## src/source/pe_consts.svh

```systemverilog
`ifndef PE_CONSTS_SVH
`define PE_CONSTS_SVH

// coordinate width and number of micro-rotations
`define PE_WIDTH        18
`define PE_ITER_NUM     14
`define PE_SEG_NUM      3

// issue to output, in cycles
`define PE_PIPE_NUM     4

// first iteration of the registered segments
// segment 0 runs iterations 0..3, segment 1 runs 4..8, segment 2 runs 9..13
`define PE_SEG1_FIRST   4
`define PE_SEG2_FIRST   9

// inverse CORDIC gain, about 0.6073 in Q14
`define PE_GAIN_WIDTH   15
`define PE_GAIN         15'b010011011011101

`endif
```

## src/source/pe_pkg.sv

```systemverilog
`default_nettype none

`include "pe_consts.svh"

package pe_pkg;

    typedef logic signed [`PE_WIDTH-1:0] coord_t;
    typedef logic signed [`PE_WIDTH:0]   ext_coord_t;    // one guard bit for CORDIC growth
    typedef logic [`PE_ITER_NUM-1:0]     dir_t;          // 1 = subtract y, add x
    typedef logic [`PE_SEG_NUM-1:0]      seg_val_t;

    typedef struct packed {
        coord_t x;
        coord_t y;
    } coord_pair_t;

    typedef enum logic [0:0] {
        VECTOR = 1'b0,
        ROTATE = 1'b1
    } cordic_mode_e;

    typedef enum logic [1:0] {
        SCHEME_VV      = 2'd0,    // both lanes vector
        SCHEME_RR      = 2'd1,    // both lanes rotate
        SCHEME_SWAP_VR = 2'd2,    // unit 1 follows unit 0's fresh angle
        SCHEME_SWAP_RR = 2'd3
    } pe_scheme_e;

endpackage

`default_nettype wire

```

## src/source/angle_store.sv

```systemverilog
`timescale 1ns/1ps
`default_nettype none

`include "pe_consts.svh"

module angle_store
    import pe_pkg::*;
(
    input  wire            clk,
    input  wire            rst_n,
    input  wire dir_t      dir0_i,
    input  wire seg_val_t  val0_i,
    input  wire dir_t      dir1_i,
    input  wire seg_val_t  val1_i,
    output dir_t           rot0_o,
    output dir_t           rot1_o
);

    dir_t      ang0_q;
    dir_t      ang1_q;
    wire dir_t we0;    // per-bit write enable from the segment valids
    wire dir_t we1;

    for (genvar i = 0; i < `PE_ITER_NUM; i++) begin : g_we
        localparam int SEG = (i >= `PE_SEG2_FIRST) ? 2 : ((i >= `PE_SEG1_FIRST) ? 1 : 0);
        assign we0[i] = val0_i[SEG];
        assign we1[i] = val1_i[SEG];
    end

    // fresh bits bypass the register in the cycle they appear
    assign rot0_o = (ang0_q & ~we0) | (dir0_i & we0);
    assign rot1_o = (ang1_q & ~we1) | (dir1_i & we1);

    always_ff @(posedge clk or negedge rst_n) begin
        if (!rst_n) begin
            ang0_q <= '0;
            ang1_q <= '0;
        end else begin
            ang0_q <= rot0_o;
            ang1_q <= rot1_o;
        end
    end

endmodule

`default_nettype wire

```

## config.mk

```make
export PLATFORM = sky130hd
export DESIGN_NAME = angle_store
export DESIGN_NICKNAME = d
export VERILOG_FILES = /design/src/source/pe_pkg.sv /design/src/source/angle_store.sv
export VERILOG_INCLUDE_DIRS = /design/src /design/src/source
export SDC_FILE = /design/constraint.sdc
export NUM_CORES = 1
export LEC_CHECK = 0
export BUFFER_PORTS_ARGS = -buffer_cell sky130_fd_sc_hd__buf_2
export CORE_MARGIN = 1.5
export CORE_UTILIZATION = 37
export CTS_CLUSTER_DIAMETER = 150
export DETAILED_ROUTE_END_ITERATION = 7
export PLACE_DENSITY = 0.76
export SYNTH_ARGS = -nofsm -noshare
export SYNTH_HDL_FRONTEND = slang
export SYNTH_SLANG_ARGS = --single-unit
export TNS_END_PERCENT = 5
```

## constraint.sdc

```tcl
create_clock -name clk -period 0.8 [get_ports clk]
set_input_delay 0.08 -clock clk [delete_from_list [all_inputs] [get_ports clk]]
set_output_delay 0.08 -clock clk [all_outputs]
set_load 0.05 [all_outputs]
```

Word level (Yosys, flattened, before mapping)
Cells that the tools add are included.

cells by class
  bitwise gates (word level) = 8

operator list
  cell              count
  $and A14 B14 Y14  4
  $not A14 Y14      2
  $or A14 B14 Y14   2

storage, ports and cells
  register bits = 28
  input bits = 36
  logic and storage cells = 10

Logic depth before layout (Yosys ltp)
  depth in word-level cells = 3
  gate-level depth with buffers = 1
  gate-level depth less buffers = 1

Worst setup path before layout
No wires, ideal clock.

  path type = register to register
  from = register ang0_q[0]
  to = register ang0_q[0]
  data arrival time = 0.713 ns
  setup slack = -0.088 ns
  path buffers = 0
  clock period less this slack = 0.888 ns
  data required time = 0.625 ns
  stages on the path, launching flop included = 2
  library setup time = 0.175 ns
  path through = dfrtp_1 -> mux2_2

between the ends
  word-level cells in the longest chain between the ends = 2

ends and longest elaborated chain
  element                 RTL line           RTL
  start, declared         angle_store.sv:19  dir_t ang0_q;
  start signal, assigned  angle_store.sv:39  ang0_q <= rot0_o;
  $and A14 B14 Y14        angle_store.sv:31  assign rot0_o = (ang0_q & ~we0) | (dir0_i & we0);
  $or A14 B14 Y14         angle_store.sv:31
  net rot0_o[0]           angle_store.sv:15  output dir_t rot0_o,

The timed path passes the listed nets, and every way through them passes these cells.

Worst setup path in the final report
  from = register ang0_q[8]
  to = output rot0_o[8]

between the ends
  word-level cells in the longest chain between the ends = 2

ends and longest elaborated chain
  element           RTL line
  $and A14 B14 Y14  angle_store.sv:31
  $or A14 B14 Y14   angle_store.sv:31
  end, declared     angle_store.sv:15

Every way passes these cells.

==> results.cfg <==
[worst_setup_path]
cp_slowest_stage_delay_ns = 0.40
cp_max_fo = 2
path_class = flop to primary output
critPathBufInv = 1
critPathTopFamily = flip-flops
reg2reg_slack_ns = -0.11
cp-start-kind = flop
cp-end-kind = primary output
path_cells = mux2_4 > buf_8
arrival_ns = 1.16
cp_slowest_cell = dfrtp_1
cp.required_ns = 0.72

[clock_network]
clk_pin_slew_ns = 0.14
clk_latency_ns = 0.31
ctsLongestPathBuffers = 2
cts_htree_levels = 1
cts.sinks = 28
cts_tree = yes
root_buffer = clkbuf_4
ctsHoldBuffers = 1
numCtsBuffers = 3

[timing]
fin_crit_sh_pct = 154.8
setup_slack_ns = -0.4381
relSlewSlack_pct = 78.10
setup_viol = 29
clock_skew_ns = 0
tightest_slew_ns = 0.3285
rsz0062_at_grt = true
clock.fmax_mhz = 807.7
finalHoldViolCount = 0
holdWs_ns = 0.001750
maxSlewViolCount = 0
layout_min_cycle_time_ns = 1.238

[final_layout]
syn_to_final_growth_pct = 69.95
mostFrequentLayoutCells = 35 x buf_2, 28 x mux2_4, 28 x dfrtp_1, 27 x buf_6, 3 x clkbuf_4
nets = 163
drive_gt1_share_pct = 76.98
layout_commonest_cell = buf_2
n_antenna_cell = 0
utilization_pct = 67.85
final_cells = 156

[detailed_routing]
drt-total-wl_um = 2434
via_count = 726
drt_iter0_drc = 4
vias_per_cell = 4.654
final_antenna_net_count = 0
post-route-drc-count = 0
dr.pass1.iters = 2
routedWlPerCell_um = 15.60

[logic_synthesis]
synth_nets = 92
syn-cell-area_um2 = 1016
synth.avg_cell_area_um2 = 18.14
synth-seq-cells = 28
yosysWarningCount = 0
yosysUniqueCellTypes = 2
synth_seq_area_share_pct = 68.97
netlist_instances = 56

[floorplan]
dieWidth_um = 55.40
dieArea_um2 = 3069
num_rows = 18
coreArea_um2 = 2545
die_y_um = 55.40
io_pins = 64
start_util_pct = 39.92

[grt]
grt_pass1_vias = 874
antenna_found_initial = 0
grt_max_degree = 17
gr-total-overflow = 0
grt_util_all_layers_pct = 16.75
grt_pass1_wl_um = 4091

[placed_design]
place_inst = 150
routabilityCongestion = 0.6630
numPortBuffers = 63
dpl.hpwl_um = 1737

[outcome]
run_status = finished, violations left
violations = setup timing

[worst_hold_path]
hp-class = primary input to flop

[power]
total_power_mw = 3.603
leakagePower_nw = 0.9052
irDropWorstVdd_mv = 1.424
power_density_nw_per_um2 = 2086

[run]
maxCapViolCount = 0
## report_power, final
part	internal (mW)	switching [mW]
logic	0.568	0.771
clock network	0.278	0.387
registers	1.55	0.0439
total	2.40	1.20
## registers in the layout, indices dropped and copies added, names as in the netlist
register	count
ang0_q	14
ang1_q	14
## metal layers
layer / track usage (%) / vias to the layer above / wire length (um)
met5: 0 / - / 0
met4: 5.575 / 0 / 28
met3: 4.684 / 6 / 169
met2: 28.23 / 32 / 1259
met1: 20.61 / 352 / 977
li1: - / 336 / -
## synth_stat cells
cell	n	area, um2
dfrtp_1	28	700.7
mux2_2	28	315.3
## through the flow
step	worst slack (ns)	instance area [um2]	setup TNS, ns
floorplan	-0.04127	1121	-1.156
global placement	-0.1053	1494	-2.765
detailed placement	-0.1183	1494	-2.911
CTS	-0.4479	1727	-12.32
global route	-0.4865	1727	-13.34
finish	-0.4381	1727	-11.85
## final cells by class
class                   instances  area, um2
fillers                       191      818.3
flip-flops and latches         28      700.7
repair buffers                 66      531.8
multi-input cells              28      420.4
well taps                      30      37.54
clock buffers                   4      36.28
## logic make-up (layout without fill, tap and decap cells)
family,after synthesis,in the layout,share of synthesized area (%)
buf+inv,0,70,0
mux,28,28,31.03
flops,28,28,68.97
## timing repair
action	CTS	global route
buffers inserted	1	0
hold endpoints to repair	48	26
resized for setup	57	0
setup endpoints to repair	28	29
## final timing paths
path | startpoint | endpoint | cells past startpoint
hold reg to reg | ang0_q[5]$_DFF_PN0_ | ang0_q[5]$_DFF_PN0_ | 1
setup reg to reg | ang0_q[8]$_DFF_PN0_ | ang0_q[8]$_DFF_PN0_ | 2
setup / recovery | ang0_q[8]$_DFF_PN0_ | rot0_o[8] | 2
max in group asynchronous | rst_n | ang1_q[0]$_DFF_PN0_ | 3
min in group asynchronous | rst_n | ang1_q[7]$_DFF_PN0_ | 2
hold / removal | dir0_i[9] | ang0_q[9]$_DFF_PN0_ | 2
(Power assumes the default switching activity.)
