`config.mk`:
```
export PLATFORM = sky130hd
export DESIGN_NAME = cordic_unit
export DESIGN_NICKNAME = d
export VERILOG_FILES = /design/src/source/pe_pkg.sv /design/src/source/cordic_unit.sv /design/src/source/cordic_segment.sv
export VERILOG_INCLUDE_DIRS = /design/src /design/src/source
export SDC_FILE = /design/constraint.sdc
export NUM_CORES = 2
export LEC_CHECK = 0
export BUFFER_PORTS_ARGS = -buffer_cell sky130_fd_sc_hd__buf_2
export CORE_MARGIN = 1
export CORE_UTILIZATION = 55
export DETAILED_ROUTE_END_ITERATION = 10
export GPL_TIMING_DRIVEN = 0
export PLACE_DENSITY = 0.75
export SKIP_LAST_GASP = 1
export SLEW_MARGIN = 25
export SYNTH_ARGS = -nofsm -noshare
export SYNTH_HDL_FRONTEND = slang
export SYNTH_HIERARCHICAL = 1
export SYNTH_SLANG_ARGS = --single-unit
```
`constraint.sdc`:
```
create_clock -name clk -period 31.6 [get_ports clk]
set_input_delay 3.16 -clock clk [delete_from_list [all_inputs] [get_ports clk]]
set_output_delay 3.16 -clock clk [all_outputs]
set_load 0.01 [all_outputs]
```
`src/source/pe_consts.svh`:
```
`ifndef PE_CONSTS_SVH
`define PE_CONSTS_SVH

// coordinate width and number of micro-rotations
`define PE_WIDTH        18
`define PE_ITER_NUM     14
`define PE_SEG_NUM      3

// issue to output, in cycles
`define PE_PIPE_NUM     4

// first iteration of the registered segments
// segment 0 runs iterations 0..3, segment 1 runs 4..8, segment 2 runs 9..13
`define PE_SEG1_FIRST   4
`define PE_SEG2_FIRST   9

// inverse CORDIC gain, about 0.6073 in Q14
`define PE_GAIN_WIDTH   15
`define PE_GAIN         15'b010011011011101

`endif
```
`src/source/pe_pkg.sv`:
```
`default_nettype none

`include "pe_consts.svh"

package pe_pkg;

    typedef logic signed [`PE_WIDTH-1:0] coord_t;
    typedef logic signed [`PE_WIDTH:0]   ext_coord_t;    // one guard bit for CORDIC growth
    typedef logic [`PE_ITER_NUM-1:0]     dir_t;          // 1 = subtract y, add x
    typedef logic [`PE_SEG_NUM-1:0]      seg_val_t;

    typedef struct packed {
        coord_t x;
        coord_t y;
    } coord_pair_t;

    typedef enum logic [0:0] {
        VECTOR = 1'b0,
        ROTATE = 1'b1
    } cordic_mode_e;

    typedef enum logic [1:0] {
        SCHEME_VV      = 2'd0,    // both lanes vector
        SCHEME_RR      = 2'd1,    // both lanes rotate
        SCHEME_SWAP_VR = 2'd2,    // unit 1 follows unit 0's fresh angle
        SCHEME_SWAP_RR = 2'd3
    } pe_scheme_e;

endpackage

`default_nettype wire

```
`src/source/cordic_unit.sv`:
```
`timescale 1ns/1ps
`default_nettype none

`include "pe_consts.svh"

module cordic_unit
    import pe_pkg::*;
(
    input  wire               clk,
    input  wire               rst_n,
    input  wire               start_i,
    input  wire cordic_mode_e mode_i,
    input  wire coord_pair_t  pair_i,
    input  wire dir_t         dir_i,
    output coord_pair_t       pair_o,
    output dir_t              dir_o,
    output seg_val_t          seg_val_o
);

    localparam int SEG0_N = `PE_SEG1_FIRST;
    localparam int SEG1_N = `PE_SEG2_FIRST - `PE_SEG1_FIRST;
    localparam int SEG2_N = `PE_ITER_NUM - `PE_SEG2_FIRST;
    localparam int FRAC   = `PE_GAIN_WIDTH - 1;                   // gain is Q14
    localparam int PROD_W = $bits(ext_coord_t) + `PE_GAIN_WIDTH;

    cordic_mode_e mode_q [0:1];    // modes of segments 1 and 2
    ext_coord_t   x_in;
    ext_coord_t   y_in;
    ext_coord_t   x_s [0:2];
    ext_coord_t   y_s [0:2];
    ext_coord_t   x_q [0:2];
    ext_coord_t   y_q [0:2];
    logic signed [PROD_W-1:0] prod_x;
    logic signed [PROD_W-1:0] prod_y;
    coord_pair_t  pair_q;
    logic [SEG0_N-1:0] dir_s0;
    logic [SEG1_N-1:0] dir_s1;
    logic [SEG2_N-1:0] dir_s2;

    // sign, bits 30..14, round on bit 13, wraps to the coordinate width
    function automatic coord_t gain_round(input logic signed [PROD_W-1:0] prod);
        return {prod[PROD_W-1], prod[FRAC+`PE_WIDTH-2:FRAC]}
            + {{(`PE_WIDTH-1){1'b0}}, prod[FRAC-1]};
    endfunction

    assign x_in = ext_coord_t'(pair_i.x);
    assign y_in = ext_coord_t'(pair_i.y);

    cordic_segment #(.FIRST(0), .COUNT(SEG0_N)) u_seg0 (
        .mode_i (mode_i),
        .x_i    (x_in),
        .y_i    (y_in),
        .dir_i  (dir_i[`PE_SEG1_FIRST-1:0]),
        .x_o    (x_s[0]),
        .y_o    (y_s[0]),
        .dir_o  (dir_s0)
    );

    cordic_segment #(.FIRST(`PE_SEG1_FIRST), .COUNT(SEG1_N)) u_seg1 (
        .mode_i (mode_q[0]),
        .x_i    (x_q[0]),
        .y_i    (y_q[0]),
        .dir_i  (dir_i[`PE_SEG2_FIRST-1:`PE_SEG1_FIRST]),
        .x_o    (x_s[1]),
        .y_o    (y_s[1]),
        .dir_o  (dir_s1)
    );

    cordic_segment #(.FIRST(`PE_SEG2_FIRST), .COUNT(SEG2_N)) u_seg2 (
        .mode_i (mode_q[1]),
        .x_i    (x_q[1]),
        .y_i    (y_q[1]),
        .dir_i  (dir_i[`PE_ITER_NUM-1:`PE_SEG2_FIRST]),
        .x_o    (x_s[2]),
        .y_o    (y_s[2]),
        .dir_o  (dir_s2)
    );

    assign prod_x = PROD_W'(x_q[2]) * $signed(PROD_W'(`PE_GAIN));
    assign prod_y = PROD_W'(y_q[2]) * $signed(PROD_W'(`PE_GAIN));

    always_ff @(posedge clk or negedge rst_n) begin
        if (!rst_n) begin
            mode_q[0] <= ROTATE;
            mode_q[1] <= ROTATE;
            for (int s = 0; s < 3; s++) begin
                x_q[s] <= '0;
                y_q[s] <= '0;
            end
            pair_q <= '0;
        end else begin
            mode_q[0] <= start_i ? mode_i : ROTATE;    // idle slot reports no angle
            mode_q[1] <= mode_q[0];
            for (int s = 0; s < 3; s++) begin
                x_q[s] <= x_s[s];
                y_q[s] <= y_s[s];
            end
            pair_q.x <= gain_round(prod_x);
            pair_q.y <= gain_round(prod_y);
        end
    end

    assign pair_o    = pair_q;
    assign dir_o     = {dir_s2, dir_s1, dir_s0};
    assign seg_val_o = {mode_q[1] == VECTOR, mode_q[0] == VECTOR, start_i && mode_i == VECTOR};

endmodule

`default_nettype wire

```
`src/source/cordic_segment.sv`:
```
`timescale 1ns/1ps
`default_nettype none

module cordic_segment
    import pe_pkg::*;
#(
    parameter int FIRST = 0,
    parameter int COUNT = 4
) (
    input  wire cordic_mode_e     mode_i,
    input  wire ext_coord_t       x_i,
    input  wire ext_coord_t       y_i,
    input  wire logic [COUNT-1:0] dir_i,
    output ext_coord_t            x_o,
    output ext_coord_t            y_o,
    output logic [COUNT-1:0]      dir_o
);

    localparam int MSB = $bits(ext_coord_t) - 1;

    logic [COUNT-1:0] dir_used;

    always_comb begin
        ext_coord_t x;
        ext_coord_t y;
        ext_coord_t x_sh;
        ext_coord_t y_sh;

        x = x_i;
        y = y_i;
        for (int k = 0; k < COUNT; k++) begin
            // vectoring turns against the sign of y relative to x
            dir_used[k] = (mode_i == VECTOR) ? (x[MSB] ^ y[MSB]) : dir_i[k];
            x_sh = x >>> (FIRST + k);
            y_sh = y >>> (FIRST + k);
            if (dir_used[k]) begin
                x = x - y_sh;
                y = y + x_sh;
            end else begin
                x = x + y_sh;
                y = y - x_sh;
            end
        end
        x_o = x;
        y_o = y;
    end

    assign dir_o = (mode_i == VECTOR) ? dir_used : '0;    // rotation reports nothing

endmodule

`default_nettype wire

```
# After elaboration in Yosys (flattened, before gate mapping)
# Cells that the tools add are included.
# op_classes
addsub,57
mul,2
muxes,46
n_bitwise,17
reduce_logical,1
# ops
cell,count
$mux W19,28
$mul A19 B15 Y34 const B,2
$add A19 B10 Y19,2
$add A19 B11 Y19,2
$add A19 B12 Y19,2
$add A19 B13 Y19,2
$add A19 B14 Y19,2
$add A19 B15 Y19,2
$add A19 B16 Y19,2
$add A19 B17 Y19,2
$add A19 B18 Y19,2
$add A19 B6 Y19,2
$add A19 B7 Y19,2
$add A19 B8 Y19,2
$add A19 B9 Y19,2
$sub A18 B18 Y19,2
$sub A19 B10 Y19,2
$sub A19 B11 Y19,2
$sub A19 B12 Y19,2
$sub A19 B13 Y19,2
$sub A19 B14 Y19,2
$sub A19 B15 Y19,2
$sub A19 B16 Y19,2
$sub A19 B17 Y19,2
other kinds (13),49
# word_totals
ff_bits,152
inputBits,54
elab_cells,133

# Depth between registers and ports, before layout
# depth
ltp_word,15
mapped_depth,102
ltp_nobuf,96

# Modules after synthesis
# The synthesis kept the hierarchy.
# modules_own_cells
mod,n_inst,cells_per_inst,area_per_inst_um2
cordic_unit,1,1543,16479.6
cordic_segment (u_seg1),1,1729,11926.4
cordic_segment (u_seg2),1,1696,11671.2
cordic_segment (u_seg0),1,1668,11489.8

# Worst setup path before layout
# OpenSTA, ideal clock, no wires.
# synth_path
path_kind,in2reg
startpoint,input dir_i[4]
endpoint,register x_q[37] (netlist bit)
arrival_time_ns,23.207
t_required_ns,31.477
slack_ns,8.271
cell_stages,96
cell_sequence,nor2_1 > nor2_1 > a21oi_1 > xnor2_1 > ha_1 > nand2_1 > or4b_1 > o211ai_1 > o221ai_1 > a211oi_1 > o21ai_0 > xnor2_1 > clkbuf_1 > xnor2_1 > nor2_1 > a21oi_1 > clkbuf_1 > o21ai_0 > (+60 left out) > o21ai_0 > a21boi_0 > o21ai_0 > a21boi_0 > o21ai_0 > a21boi_0 > o21ai_0 > nand2b_1 > and2_1 > o21ai_0 > nand2b_1 > a21o_1 > a21o_1 > a21o_1 > a21oi_1 > o21ai_0 > xor2_1 > xnor2_1
# synth_lines
element,line,rtl
"start, declared",cordic_unit.sv:14,"input wire dir_t dir_i,"
"end signal, assigned by index",cordic_unit.sv:95,x_q[s] <= x_s[s];
"end, declared",cordic_unit.sv:31,ext_coord_t x_q [0:2];

==> results.cfg <==
[final_layout]
layout_common_cells = inv_1, ha_1, nor2_1
stdcell_count = 8016
post_route_cells_drive_above_1_share = 0.0573
syn2layout_area_growth_pct = 5.35
fill_cells = 8631
final_common_cell = inv_1
nets = 7905

[routing]
routedWlPerCell_um = 17.3
via_count = 47900
drt_iter0_drc = 3402
postRouteAntennaNets = 0
wl_um = 139000
drc = 0
viasPerCell = 5.97
drt-pass1-iter-count = 6

[grt]
grt_antenna_before_repair = 3
grt_util_all_layers = 0.292
grt_overflow = 0
grt_pass1_vias = 45600
grt_max_degree = 73
grt_first_pass_wirelength_um = 228000

[timing]
fmax_ghz = 0.0357
fin_skew_ns = 0.0182
relSlewSlack = 0.283
finalMaxSlewViolations = 0
finalHoldViolCount = 0
hold_slack_ns = 0.378
rsz0062_at_grt = no
setup_viol = 0
period_needed_ns = 28.02
finalCritPeriodShare = 0.887
tightestPinTransition_ns = 1.08
final.setup.tns_ns = 0

[synthesis]
yosys.area.top_type_share = 0.197
syn-num-nets = 7782
synthCells = 6636
synthAdderAreaFrac = 0.306
yosysSeqAreaShare = 0.0738
synth_flop_cell = dfrtp_1
synth_area_leaders = ha_1, fa_1, xnor2_1
synthArstFlopShare = 1.00
yosys-mux-area-fraction = 0.0127
ys.warnings.count = 6
yosysUniqueCellTypes = 140
synth-xor-area-share = 0.118
synth-compound-area-share = 0.228
synth.ff_latch_count = 152
yosys.area_share.simple = 0.187
yosysTopAreaCell = ha_1
synth_top_family_by_area = adder cells
syn_avg_cell_area_um2 = 7.77
synth_area_um2 = 51600
synth-edff-count = 0

[place]
placed_cells_incl_taps = 7983
dp_hpwl_um = 118000
io_buffer_count = 102
gp_congestion = 0.930

[run]
drv_cap = 0

[critical_path]
cp_max_fo = 10
max_stage_delay_ns = 0.78
arrival_ns = 28.40
timing.critical_path.mode_cell = o21ai_0
crit_type = input pin to register
startpoint_type = input pin
rrSetupSlack_ns = 4.71
slowest_stage = o41ai_1
crit_required_ns = 31.98
endpoint_kind = register

[clocking]
cts_setup_buffers = 0
h-tree-depth = 4
cts_tree = built
cts_resized = 0
cts_root_buf = clkbuf_16
clkLatencyLatePin_ns = 0.51
clk_pin_slew_worst_paths_ns = 0.08
cts_buffers = 17
cts.hold.buffers_added = 0
cts_buffer_depth = 2
clock-sinks = 152

[status]
outcome = finished clean

[die]
num_rows = 111
die_x_um = 308
fp.coreArea_um2 = 92200
start_util = 0.559
pin_count = 107
dieHeight_um = 308
dieArea_um2 = 95000

[worst_hold_path]
hold_class = register to register
==> Yosys cell counts, types with 50 or more instances <==
cell and count:
nand2b_1 85, xor2_1 232, a21o_1 135, xnor2_1 441, nor3_1 168, or3_1 76, inv_1 840, o21bai_1 57
dfrtp_1 150, o21a_1 81, o21ai_0 360, fa_1 279, nand4_1 58, nand2_1 398, nor2b_1 56, o211ai_1 62
a211oi_1 69, a31oi_1 52, nand3_1 120, a21oi_1 458, and3_1 59, o31ai_1 51, nor4_1 50, a21boi_0 65
ha_1 813, and2_1 53, clkbuf_1 100, nor2_1 539
==> metrics by stage <==
| stage | util | setup WS [ns] | cell area, µm² |
|---|---|---|---|
| after floorplan | - | 8.27 | 51600 |
| after global placement | 0.582 | 3.66 | 53600 |
| after detailed placement | 0.582 | 3.91 | 53700 |
| after CTS | 0.589 | 4.21 | 54300 |
| after global routing | 0.589 | 1.94 | 54300 |
| final | 0.589 | 3.58 | 54300 |
==> metal layers <==
| layer | wire length (µm) | up-vias | GRT usage |
|---|---|---|---|
| met2 | 64400 | 1386 | 0.492 |
| met4 | 2980 | 2 | 0.0719 |
| li1 | - | 23600 | - |
| met5 | 13 | - | 0 |
| met1 | 63700 | 22700 | 0.393 |
| met3 | 7810 | 202 | 0.0366 |
==> layout make-up <==
type	count	area, µm²	area share
Tap cell	1243	1560	0.0286
Antenna cell	1	2.50	0.0000461
Sequential cell	152	3810	0.0701
Multi-Input combinational cell	5473	43900	0.808
Buffer	152	669	0.0123
Inverter	859	3230	0.0594
Clock inverter	15	183	0.00336
Timing Repair Buffer	104	576	0.0106
Clock buffer	17	425	0.00783
==> sequential cells by signal (all words and copies together), names as in the netlist <==
name / count
x_q: 57
pair_o: 36
mode_q: 2
y_q: 57
==> worst paths after layout <==
path | from | end | cells past startpoint
worst max register to register | mode_q[1]$_DFF_PN1_ | y_q[37]$_DFF_PN0_ | 98
worst max-delay path | dir_i[4] | y_q[37]$_DFF_PN0_ | 97
min in group asynchronous | rst_n | pair_o[15]$_DFF_PN0_ | 1
max in group asynchronous | rst_n | y_q[24]$_DFF_PN0_ | 3
worst min register to register | mode_q[1]$_DFF_PN1_ | mode_q[0]$_DFF_PN1_ | 0
worst min-delay path | mode_q[1]$_DFF_PN1_ | mode_q[0]$_DFF_PN1_ | 0
==> cell families after synthesis <==
family          count (synthesis)
simple gates                 1889
compound gates               1748
buf+inv                      1011
fa+ha+maj                    1092
xor+xnor                      683
mux                            61
flops                         152
==> critical path, delay by kind of cell <==
family | cells | cell delay, ns
XOR/XNOR | 9 | 2.16
AND/OR/NAND/NOR | 25 | 5.88
AO/OA/AOI/OAI | 48 | 12.05
buffers and inverters | 9 | 2.77
multiplexers | 1 | 0.27
adder cells (fa/ha/maj) | 5 | 2.05
Power is not shown: default switching activity piles up to over one toggle a cycle in this logic, so the estimate is an artifact.
