$ cat src/source/pe_consts.svh
`ifndef PE_CONSTS_SVH
`define PE_CONSTS_SVH

// coordinate width and number of micro-rotations
`define PE_WIDTH        18
`define PE_ITER_NUM     14
`define PE_SEG_NUM      3

// issue to output, in cycles
`define PE_PIPE_NUM     4

// first iteration of the registered segments
// segment 0 runs iterations 0..3, segment 1 runs 4..8, segment 2 runs 9..13
`define PE_SEG1_FIRST   4
`define PE_SEG2_FIRST   9

// inverse CORDIC gain, about 0.6073 in Q14
`define PE_GAIN_WIDTH   15
`define PE_GAIN         15'b010011011011101

`endif
$ cat src/source/pe_pkg.sv
`default_nettype none

`include "pe_consts.svh"

package pe_pkg;

    typedef logic signed [`PE_WIDTH-1:0] coord_t;
    typedef logic signed [`PE_WIDTH:0]   ext_coord_t;    // one guard bit for CORDIC growth
    typedef logic [`PE_ITER_NUM-1:0]     dir_t;          // 1 = subtract y, add x
    typedef logic [`PE_SEG_NUM-1:0]      seg_val_t;

    typedef struct packed {
        coord_t x;
        coord_t y;
    } coord_pair_t;

    typedef enum logic [0:0] {
        VECTOR = 1'b0,
        ROTATE = 1'b1
    } cordic_mode_e;

    typedef enum logic [1:0] {
        SCHEME_VV      = 2'd0,    // both lanes vector
        SCHEME_RR      = 2'd1,    // both lanes rotate
        SCHEME_SWAP_VR = 2'd2,    // unit 1 follows unit 0's fresh angle
        SCHEME_SWAP_RR = 2'd3
    } pe_scheme_e;

endpackage

`default_nettype wire

$ cat src/source/lane_router.sv
`timescale 1ns/1ps
`default_nettype none

`include "pe_consts.svh"

module lane_router
    import pe_pkg::*;
(
    input  wire               clk,
    input  wire               rst_n,
    input  wire logic [1:0]   valid_i,
    input  wire pe_scheme_e   scheme_i,
    input  wire coord_pair_t  pair0_i,
    input  wire coord_pair_t  pair1_i,
    input  wire coord_pair_t  res0_i,
    input  wire coord_pair_t  res1_i,
    input  wire dir_t         dir0_i,
    input  wire dir_t         dir1_i,
    input  wire seg_val_t     val0_i,
    input  wire seg_val_t     val1_i,
    output logic [1:0]        start_o,
    output cordic_mode_e      mode0_o,
    output cordic_mode_e      mode1_o,
    output coord_pair_t       upair0_o,
    output coord_pair_t       upair1_o,
    output coord_pair_t       pair0_o,
    output coord_pair_t       pair1_o,
    output dir_t              ang_dir1_o,
    output seg_val_t          ang_val1_o
);

    logic                    swap;
    logic [`PE_PIPE_NUM-1:0] swap_q;
    logic [1:0]              take_q;    // lane 1 adopts unit 0's angle, segments 1 and 2
    seg_val_t                swap_seg;
    seg_val_t                take_seg;
    wire dir_t               sel_dir;

    always_comb begin
        case (scheme_i)
            SCHEME_RR: begin
                swap    = 1'b0;
                mode0_o = ROTATE;
                mode1_o = ROTATE;
            end
            SCHEME_SWAP_VR: begin
                swap    = 1'b1;
                mode0_o = VECTOR;
                mode1_o = ROTATE;
            end
            SCHEME_SWAP_RR: begin
                swap    = 1'b1;
                mode0_o = ROTATE;
                mode1_o = ROTATE;
            end
            default: begin
                swap    = 1'b0;
                mode0_o = VECTOR;
                mode1_o = VECTOR;
            end
        endcase
    end

    assign start_o = valid_i;

    // under swap unit 0 sees the x coordinates and unit 1 the y coordinates
    always_comb begin
        upair0_o = pair0_i;
        upair1_o = pair1_i;
        if (swap) begin
            upair0_o.y = pair1_i.x;
            upair1_o.x = pair0_i.y;
        end
    end

    always_comb begin
        pair0_o = res0_i;
        pair1_o = res1_i;
        if (swap_q[`PE_PIPE_NUM-1]) begin
            pair0_o.y = res1_i.x;
            pair1_o.x = res0_i.y;
        end
    end

    always_ff @(posedge clk or negedge rst_n) begin
        if (!rst_n) begin
            swap_q <= '0;
            take_q <= '0;
        end else begin
            swap_q <= {swap_q[`PE_PIPE_NUM-2:0], swap};
            take_q <= {take_q[0], swap & valid_i[1]};    // idle lane 1 keeps its angle
        end
    end

    assign swap_seg = {swap_q[1], swap_q[0], swap};
    assign take_seg = {take_q, swap & valid_i[1]};

    for (genvar i = 0; i < `PE_ITER_NUM; i++) begin : g_sel
        localparam int SEG = (i >= `PE_SEG2_FIRST) ? 2 : ((i >= `PE_SEG1_FIRST) ? 1 : 0);
        assign sel_dir[i] = swap_seg[SEG];
    end

    assign ang_dir1_o = (dir1_i & ~sel_dir) | (dir0_i & sel_dir);
    assign ang_val1_o = (val1_i & ~swap_seg) | (val0_i & take_seg);

endmodule

`default_nettype wire

$ cat config.mk
export PLATFORM = sky130hd
export DESIGN_NAME = lane_router
export DESIGN_NICKNAME = d
export VERILOG_FILES = /design/src/source/pe_pkg.sv /design/src/source/lane_router.sv
export VERILOG_INCLUDE_DIRS = /design/src /design/src/source
export SDC_FILE = /design/constraint.sdc
export NUM_CORES = 1
export LEC_CHECK = 0
export ABC_AREA = 0
export ABC_CLOCK_PERIOD_IN_PS = 1500
export BUFFER_PORTS_ARGS = -buffer_cell sky130_fd_sc_hd__buf_4
export CAP_MARGIN = 20
export CORE_AREA = 8 8 129 131
export DETAILED_ROUTE_END_ITERATION = 7
export DIE_AREA = 0 0 137 139
export GPL_TIMING_DRIVEN = 0
export SYNTH_ARGS = -nofsm -noshare
export SYNTH_HDL_FRONTEND = slang
export SYNTH_SLANG_ARGS = --single-unit
$ cat constraint.sdc
create_clock -name clk -period 1.5 [get_ports clk]
set_clock_uncertainty 0.1 [all_clocks]
set_input_delay 0.075 -clock clk [delete_from_list [all_inputs] [get_ports clk]]
set_output_delay 0.075 -clock clk [all_outputs]
set_load 0.01 [all_outputs]
Word level (Yosys, flattened, before mapping). Index checks and enable logic that the tools add are counted.

Bits in registers: 6. Bits of input ports: 184. Output and inout bits: 165. Word-level logic and storage cells: 24.

Equal/unequal tests: 3. Multiplexer cells: 7. Bitwise gates (word level): 9. Reductions and logical operators: 3.

Operators by type and width (count): 2-to-1 mux 18 bit (4); bitwise AND 14 bit (2); NOT 14 bit (1); bitwise OR 14 bit (1); bitwise AND 3 bit (2); equality test 2 bit, second input constant (2); OR reduction 2 bit (2); 2-to-1 mux 1 bit (3); NOT 3 bit (1); bitwise OR 3 bit (1); OR reduction 3 bit (1); equality test 2 x 1 -> 1 bit, second input constant (1); bitwise AND 1 bit (1).

Depth between registers and ports, before layout. Gate-level depths: netlist of the first run.

Word-level depth: 6. Gate-level depth with buffers: 4. Depth with buffers taken out: 2.

Worst setup path before layout of the first run. No wires, ideal clock.

Path type: flip-flop to output port. From: register swap_q[3]. To: output port pair0_o[0] (netlist name). Arrival: 0.947 ns. Required time: 1.325 ns. Setup slack: 0.378 ns. Cell stages (with the launch flop): 4. Buffers on the path: 2. Path through: dfrtp_1 -> buf_6 -> buf_12 -> mux2_4.

RTL lines: from (decl) (RTL line lane_router.sv:33) `` logic [`PE_PIPE_NUM-1:0] swap_q; ``; from (signal assigned) (RTL line lane_router.sv:90) `` swap_q <= {swap_q[`PE_PIPE_NUM-2:0], swap}; ``; to (decl) (RTL line lane_router.sv:26) `output coord_pair_t pair0_o,`.

==> results of run 1 <==
logic make-up after synthesis:
family / Yosys count / synth area share
AOI/OAI and AO/OA: 3 / 0.00700
buffers and inverters: 90 / 0.344
DFF: 6 / 0.0700
muxes: 86 / 0.567
and+or+nand+nor: 5 / 0.0117
stage by stage:
stage               hold WS (ns)  area, sq um  std cells  power (mW)   util
finish                  0.000555         4660        659        2.11  0.316
floorplan                 -0.321         2140        190       0.879      -
detailed placement        -0.215         4440        652        1.66  0.301
global route              0.0180         4660        659        2.23  0.316
CTS                      0.00251         4660        659        2.15  0.316
global placement          -0.217         4440        652        1.64  0.301
layout make-up:
class / count / area (sq um) / area share
Timing Repair Buffer: 278 / 2200 / 0.473
Buffer: 87 / 727 / 0.156
Clock buffer: 3 / 75.1 / 0.0161
Tap cell: 188 / 235 / 0.0505
Sequential cell: 6 / 150 / 0.0322
Multi-Input combinational cell: 94 / 1260 / 0.270
Inverter: 3 / 11.3 / 0.00242
cells in the mapped netlist (all sizes together):
| master | n | area (sq um) |
|---|---|---|
| and2 | 1 | 6.26 |
| buf | 83 | 709 |
| clkbuf | 4 | 17.5 |
| dfrtp | 6 | 150 |
| inv | 3 | 11.3 |
| mux2 | 86 | 1220 |
| nand2 | 2 | 7.51 |
| nand3 | 1 | 5.00 |
| o21ai | 3 | 15.0 |
| or2 | 1 | 6.26 |
sequential cells by signal, summed over array words and instances, names as in the netlist:
name,count
take_q,2
swap_q,4
cell usage in the layout, fill, tap and decap left out:
master and instances:
buf_4 321, mux2_4 66, buf_6 33, mux2_2 20, buf_12 6, dfrtp_1 6
inv_1 3, o21ai_0 3, clkbuf_16 3, clkbuf_1 2, clkbuf_2 2, nand2_1 2
and2_1 1, nand3_1 1, or2_2 1, dlygate4sd3_1 1
timing repair:
| action | CTS | global route |
|---|---|---|
| endpoints found under the hold margin | 6 | 0 |
| endpoints found under the setup margin | 30 | 35 |
| gates resized for setup | 30 | 0 |
| hold buffers | 1 | 0 |
| setup buffers | 3 | 0 |
per-layer routing:
| metal | global-route usage | vias to the layer above | wire length, um |
|---|---|---|---|
| met2 | 0.192 | 159 | 5760 |
| met5 | 0 | - | 0 |
| met1 | 0.104 | 1078 | 3800 |
| li1 | - | 1136 | - |
| met4 | 0.0103 | 0 | 38 |
| met3 | 0.0391 | 4 | 1260 |
worst paths after layout:
| path | start | to | slack (ns) |
|---|---|---|---|
| max | swap_q[3] | pair0_o[0] | -0.005 |
| min | valid_i[1] | take_q[0] | 0.0006 |
| max reg2reg | take_q[0] | take_q[1] | 0.91 |
| min reg2reg | swap_q[2] | swap_q[3] | 0.25 |
| max in group asynchronous | rst_n | swap_q[0] | 1.09 |
| min in group asynchronous | rst_n | take_q[1] | 0.10 |
power by group through the flow:
stage | registers (mW) | clock network, mW | logic (mW)
after floorplan | 0.175 | 0 | 0.703
after global placement | 0.176 | 0 | 1.46
after detailed placement | 0.176 | 0 | 1.48
after CTS | 0.175 | 0.430 | 1.54
after global routing | 0.175 | 0.445 | 1.60
final | 0.174 | 0.423 | 1.52
critical path, delay by kind of cell, from the launching register on:
| kind | cells | cell delay [ns] |
|---|---|---|
| mux | 1 | 0.31 |
| flops | 1 | 0.36 |
| buf+inv | 3 | 0.42 |
==> impl_metrics.json, run 1 <==
{
  "synthToLayoutAreaGrowth_pct": 117,
  "path_cells": "buf_6, buf_12, mux2_4, buf_6",
  "insertion_delay_ns": 0.23,
  "hold_violations": 0,
  "critPathSlowestCell": "dfrtp_1",
  "drt_first_iter_violations": 59,
  "viasPerCell": 3.61,
  "clock-sinks": 6,
  "antenna_found_initial": 0,
  "dieWidth_um": 137,
  "crit_fanout": 10,
  "finalCritPeriodShare": 1.00,
  "place_ws_ns": 0.186,
  "core.rowCount": 45,
  "drtPass1Iterations": 4,
  "wirelength_um": 10900,
  "p_per_area_nw_per_um2": 454,
  "required_ns": 1.32,
  "max-vdd-ir-drop_v": 0.000398,
  "synth_area_per_cell_sq_um": 11.3,
  "cts-buffers-inserted": 3,
  "max_freq_mhz": 665,
  "n_antenna_cell": 0,
  "ant_nets": 0,
  "ys_warn_count": 0,
  "clockBufferDepth": 2,
  "path_clk_slew_ns": 0.03,
  "synthesis.area_sq_um": 2140,
  "port_buffers": 274,
  "synth_nets": 374,
  "crit_arrival_ns": 1.33,
  "worstMarginPinSlew_ns": 0.170,
  "cp-end-kind": "output pin",
  "grt_max_degree": 11,
  "switching_share": 0.293,
  "start_util": 0.145,
  "grt_pass1_wl_um": 15500,
  "netlist_instances": 190,
  "gp_congestion": 0.793,
  "hold-path-cell-count": 2,
  "fin_ws_ns": -0.00461,
  "grt_use_total": 0.101,
  "synth_cell_type_count": 14,
  "htree_levels": 1,
  "intPower_mw": 1.49,
  "die-area_sq_um": 19000,
  "hpwl_um": 10100,
  "outcome": "finished with violations",
  "vias": 2377,
  "root_buffer": "clkbuf_16",
  "pwr-share-clk": 0.200,
  "grt-ovfl-total": 0,
  "max_cap_violations": 0,
  "worst-setup-path-type": "reg2out",
  "crit_top_cell": "buf_6",
  "slowest_delay_ns": 0.36,
  "ios": 349,
  "r2r_cells": 0,
  "seqPwrFrac": 0.083,
  "setup_viol": 2,
  "nNetsFinal": 657,
  "hold_class": "in2reg",
  "violations": "setup timing",
  "die_h_um": 139,
  "fill_cells": 1497,
  "start_kind": "flop",
  "p_leak_nw": 2.57,
  "routedWlPerCell_um": 16.5,
  "seq_area_frac_synth": 0.0700,
  "drv_slew": 0,
  "layout-drive-gt1-share": 0.960,
  "post-route-min-period_ns": 1.50,
  "relSlewSlack": 0.886,
  "ys_ff_latch": 6,
  "final.setup.tns_ns": -0.00803,
  "drcViolationCount": 0,
  "grt_pass1_vias": 2829,
  "power.switching_mw": 0.620,
  "rsz0062_at_grt": "true",
  "core_region_area_sq_um": 14800,
  "cts_tree": "built",
  "power_frac_comb": 0.717
}
Note: power is estimated with default switching activity, not from simulation.
==> run 2: changes to the inputs <==
ABC_CLOCK_PERIOD_IN_PS = 1700   (was 1500)
clock period = 1.7 ns   (was 1.5 ns; I/O delays follow)
==> run 2 against run 1 <==
First-iteration DRC count grew 10%; design area shrank 2.9%; non-clock buffer count shrank 3; worst hold slack gained 0.010 ns; critical path type unchanged; sequential power shrank 11%; routed wire length shrank 0.44%; power shrank 14%; the run now ends clean; global-route usage is essentially flat; clock power shrank 12%; critical path depth is the same; sequential share of layout area grew 0.096 points; final cell count shrank 0.46%.
==> impl_metrics.json, run 2 (same netlist as run 1, synthesis figures left out) <==
{
  "outcome": "finished clean",
  "htree_levels": 1,
  "start_kind": "flop",
  "fin_ws_ns": 0.158,
  "final_common_cell": "buf_4",
  "setup_viol": 0,
  "required_ns": 1.51,
  "place_ws_ns": 0.376,
  "relSlewSlack": 0.886,
  "start_util": 0.145,
  "r2r-start": "take_q[0]",
  "crit_fanout": 10,
  "wirelength_um": 10800,
  "die-area_sq_um": 19000,
  "r2r_cells": 0,
  "rsz0062_at_grt": "false",
  "clock-sinks": 6,
  "reg2reg_slack_ns": 1.11,
  "dieWidth_um": 137,
  "worstMarginPinSlew_ns": 0.170,
  "n_antenna_cell": 0,
  "dp.cells": 652,
  "worst-setup-path-type": "reg2out",
  "reg_top3": "swap_q x4, take_q x2",
  "hpwl_um": 10100,
  "routedWlPerCell_um": 16.5,
  "cts_resized": 0,
  "insertion_delay_ns": 0.23,
  "max-vdd-ir-drop_v": 0.000351,
  "cts_hold_buf": 1,
  "ios": 349,
  "post-route-min-period_ns": 1.54,
  "drcViolationCount": 0,
  "viasPerCell": 3.61,
  "drv_slew": 0,
  "max_freq_mhz": 648,
  "max_cap_violations": 0,
  "worstHoldStart": "valid_i[1]",
  "nNetsFinal": 654,
  "finalCritPeriodShare": 0.907,
  "final.setup.tns_ns": 0,
  "drtPass1Iterations": 4,
  "core.rowCount": 45,
  "port_buffers": 274,
  "p_total_mw": 1.81,
  "final_cell_mix": "buf_4, mux2_4, mux2_2",
  "grt_pass1_wl_um": 15500,
  "layout-drive-gt1-share": 0.959,
  "root_buffer": "clkbuf_16",
  "synthToLayoutAreaGrowth_pct": 111,
  "grt-ovfl-total": 0,
  "crit_arrival_ns": 1.36,
  "p_per_area_nw_per_um2": 401,
  "clockBufferDepth": 2,
  "worst_r2r_endpoint": "take_q[1]",
  "gp_congestion": 0.793,
  "regMostFlops": "swap_q",
  "hold-path-cell-count": 2,
  "cts-buffers-inserted": 3,
  "core_region_area_sq_um": 14800,
  "hold_class": "in2reg",
  "grt_pass1_vias": 2816,
  "path_clk_slew_ns": 0.03,
  "cp-end-kind": "output pin",
  "hold_end": "take_q[0]",
  "largest_register_ffs": 4,
  "post_cts.repair.setup_buffers": 0,
  "cts_tree": "built",
  "ant_nets": 0,
  "grt_use_total": 0.101,
  "hold_violations": 0,
  "drt_first_iter_violations": 65,
  "final_cells": 656,
  "grt_max_degree": 11,
  "antenna_found_initial": 0,
  "p_leak_nw": 2.52,
  "vias": 2371,
  "die_h_um": 139
}
run 2: cell count changes in the layout (fill, tap and decap cells not counted):
| cell | delta |
|---|---|
| buf_4 | +27 |
| buf_6 | -30 |
run 2: through the flow:
stage	util	cell area (sq um)	hold WS (ns)
6_report	0.307	4520	0.0106
5_1_grt	0.307	4520	0.0280
4_1_cts	0.307	4520	0.0125
3_5_place_dp	0.301	4440	-0.205
3_3_place_gp	0.301	4440	-0.207
2_1_floorplan	-	2140	-0.311
run 2: worst max-delay path by stage:
stage | startpoint | depth (start not counted) | slack, ns | endpoint
floorplan | swap_q[3] | 3 | 0.57 | pair0_o[0]
global placement | swap_q[3] | 4 | 0.38 | pair0_o[0]
detailed placement | swap_q[3] | 4 | 0.38 | pair0_o[0]
CTS | swap_q[3] | 4 | 0.14 | pair0_o[0]
global route | swap_q[3] | 4 | 0.1 | pair0_o[0]
finish | swap_q[3] | 4 | 0.16 | pair0_o[0]
run 2: worst max-delay path, stage by stage, from the launching register on:
cell and delay (ns):
dfrtp_1 0.36, buf_6 0.15, buf_12 0.16, mux2_4 0.31, buf_4 0.15
run 2: cell type report:
| class | instances | area, sq um |
|---|---|---|
| repair buffers | 275 | 2070 |
| clock buffers | 3 | 75.1 |
| inverters | 3 | 11.3 |
| well taps | 188 | 235 |
| flip-flops and latches | 6 | 150 |
| fillers | 1524 | 10200 |
| multi-input cells | 94 | 1260 |
| plain buffers | 87 | 727 |
run 2: routing by layer:
metal / part of all wire / track usage / vias to the layer above / wire [um]
li1: - / - / 1130 / -
met1: 0.35 / 0.104 / 1078 / 3790
met2: 0.53 / 0.188 / 159 / 5680
met3: 0.12 / 0.0420 / 4 / 1290
met4: 0.0035 / 0.0103 / 0 / 38
met5: 0 / 0 / - / 0
run 2: where the power goes:
group | internal (mW) | switching [mW]
clock | 0.301 | 0.0717
sequential | 0.151 | 0.00281
combinational | 0.827 | 0.461
==> run 3: changes to the inputs <==
CORE_AREA = 2 2 134 136   (was 8 8 129 131)
DIE_AREA = 0 0 136 138   (was 0 0 137 139)
HOLD_SLACK_MARGIN = 0.15   (was not set)
==> run 3 against run 2 <==
Critical path depth is 1 higher; final cell count is 6.7% higher; worst hold slack better by 0.23 ns; count of clock-buffer cells in the layout stayed put; fmax is 5.1% lower; core utilization is 4.4 points lower; sequential share of layout area is 0.059 points lower; highest routed layer unchanged.
==> impl_metrics.json, run 3 (same netlist as run 1, synthesis figures left out) <==
{
  "worstMarginPinSlew_ns": 0.262,
  "wirelength_um": 9070,
  "cts-buffers-inserted": 3,
  "final.setup.tns_ns": 0,
  "clockBufferDepth": 2,
  "core.rowCount": 49,
  "final_cell_area_sq_um": 4600,
  "routedWlPerCell_um": 13.0,
  "p_leak_nw": 2.53,
  "cts_resized": 0,
  "max-vdd-ir-drop_v": 0.000272,
  "grt_max_degree": 11,
  "largest_register_ffs": 4,
  "worst-setup-path-type": "in2out",
  "dieWidth_um": 136,
  "final_cells": 700,
  "fin_ws_ns": 0.0755,
  "rsz0062_at_grt": "false",
  "die_h_um": 138,
  "place_ws_ns": 0.362,
  "gp_congestion": 0.733,
  "ios": 349,
  "placed_area_sq_um": 4490,
  "setup_viol": 0,
  "crit_arrival_ns": 1.44,
  "post_cts.repair.setup_buffers": 0,
  "final_cell_mix": "buf_4, mux2_4, mux2_2",
  "nNetsFinal": 657,
  "root_buffer": "clkbuf_16",
  "n_antenna_cell": 0,
  "max_cap_violations": 0,
  "antenna_found_initial": 0,
  "outcome": "finished clean",
  "start_util": 0.122,
  "grt_pass1_vias": 2348,
  "grt_pass1_wl_um": 12200,
  "relSlewSlack": 0.825,
  "drtPass1Iterations": 4,
  "cts_tree": "built",
  "cp-end-kind": "output pin",
  "clock-sinks": 6,
  "hpwl_um": 8420,
  "grt-ovfl-total": 0,
  "post-route-min-period_ns": 1.62,
  "port_buffers": 274,
  "finalCritPeriodShare": 0.956,
  "max_freq_mhz": 616,
  "layout-drive-gt1-share": 0.953,
  "p_per_area_nw_per_um2": 392,
  "hold_class": "reg2reg",
  "drv_slew": 0,
  "dp.cells": 693,
  "viasPerCell": 3.37,
  "regMostFlops": "swap_q",
  "synthToLayoutAreaGrowth_pct": 115,
  "drt_first_iter_violations": 43,
  "htree_levels": 1,
  "core_region_area_sq_um": 17500,
  "vias": 2358,
  "insertion_delay_ns": 0.22,
  "ant_nets": 0,
  "cts_hold_buf": 4,
  "start_kind": "input pin",
  "required_ns": 1.51,
  "drcViolationCount": 0,
  "path_clk_slew_ns": 0.03,
  "die-area_sq_um": 18800,
  "crit_fanout": 10,
  "hold_violations": 0,
  "final_common_cell": "buf_4",
  "reg_top3": "swap_q x4, take_q x2",
  "grt_use_total": 0.0816
}
## run 3: worst paths after layout
check | slack (ns) | from | cells past startpoint | endpoint
max | 0.08 | scheme_i[1] | 5 | upair0_o[16]
min | 0.24 | swap_q[2] | 0 | swap_q[3]
max reg2reg | 1.09 | swap_q[1] | 0 | swap_q[2]
min reg2reg | 0.24 | swap_q[2] | 0 | swap_q[3]
max in group asynchronous | 0.59 | rst_n | 3 | take_q[0]
min in group asynchronous | 0.70 | rst_n | 3 | swap_q[2]
## run 3: layer usage
layer / vias up / track usage / routed length [um] / share of wire
li1: 1135 / - / - / -
met1: 1044 / 0.0832 / 3050 / 0.34
met2: 177 / 0.166 / 4920 / 0.54
met3: 2 / 0.0235 / 1060 / 0.12
met4: 0 / 0.00658 / 27 / 0.0030
met5: - / 0 / 0 / 0
## run 3: power breakdown
part | internal (mW) | total (mW) | switching, mW
sequential | 0.151 | 0.155 | 0.00351
clock | 0.301 | 0.372 | 0.0711
combinational | 0.830 | 1.28 | 0.448
total | 1.28 | 1.81 | 0.523
## run 3: worst max-delay path: stages
cell           delay (ns)
dlygate4sd3_1        0.54
buf_6                0.17
buf_6                0.18
mux2_4               0.31
buf_4                0.15
## run 3: final cells by class
| cell class | instances | area (sq um) |
|---|---|---|
| Multi-Input combinational cell | 94 | 1260 |
| Fill cell | 1909 | 12900 |
| Timing Repair Buffer | 278 | 2100 |
| Buffer | 87 | 727 |
| Inverter | 3 | 11.3 |
| Tap cell | 229 | 287 |
| Clock buffer | 3 | 75.1 |
| Sequential cell | 6 | 150 |
## run 3: metrics by stage
| step | power [mW] | hold WS (ns) | util |
|---|---|---|---|
| CTS | 1.83 | 0.242 | 0.263 |
| global placement | 1.44 | -0.205 | 0.256 |
| detailed placement | 1.45 | -0.205 | 0.256 |
| floorplan | 0.775 | -0.311 | - |
| global route | 1.90 | 0.249 | 0.263 |
| finish | 1.81 | 0.241 | 0.263 |
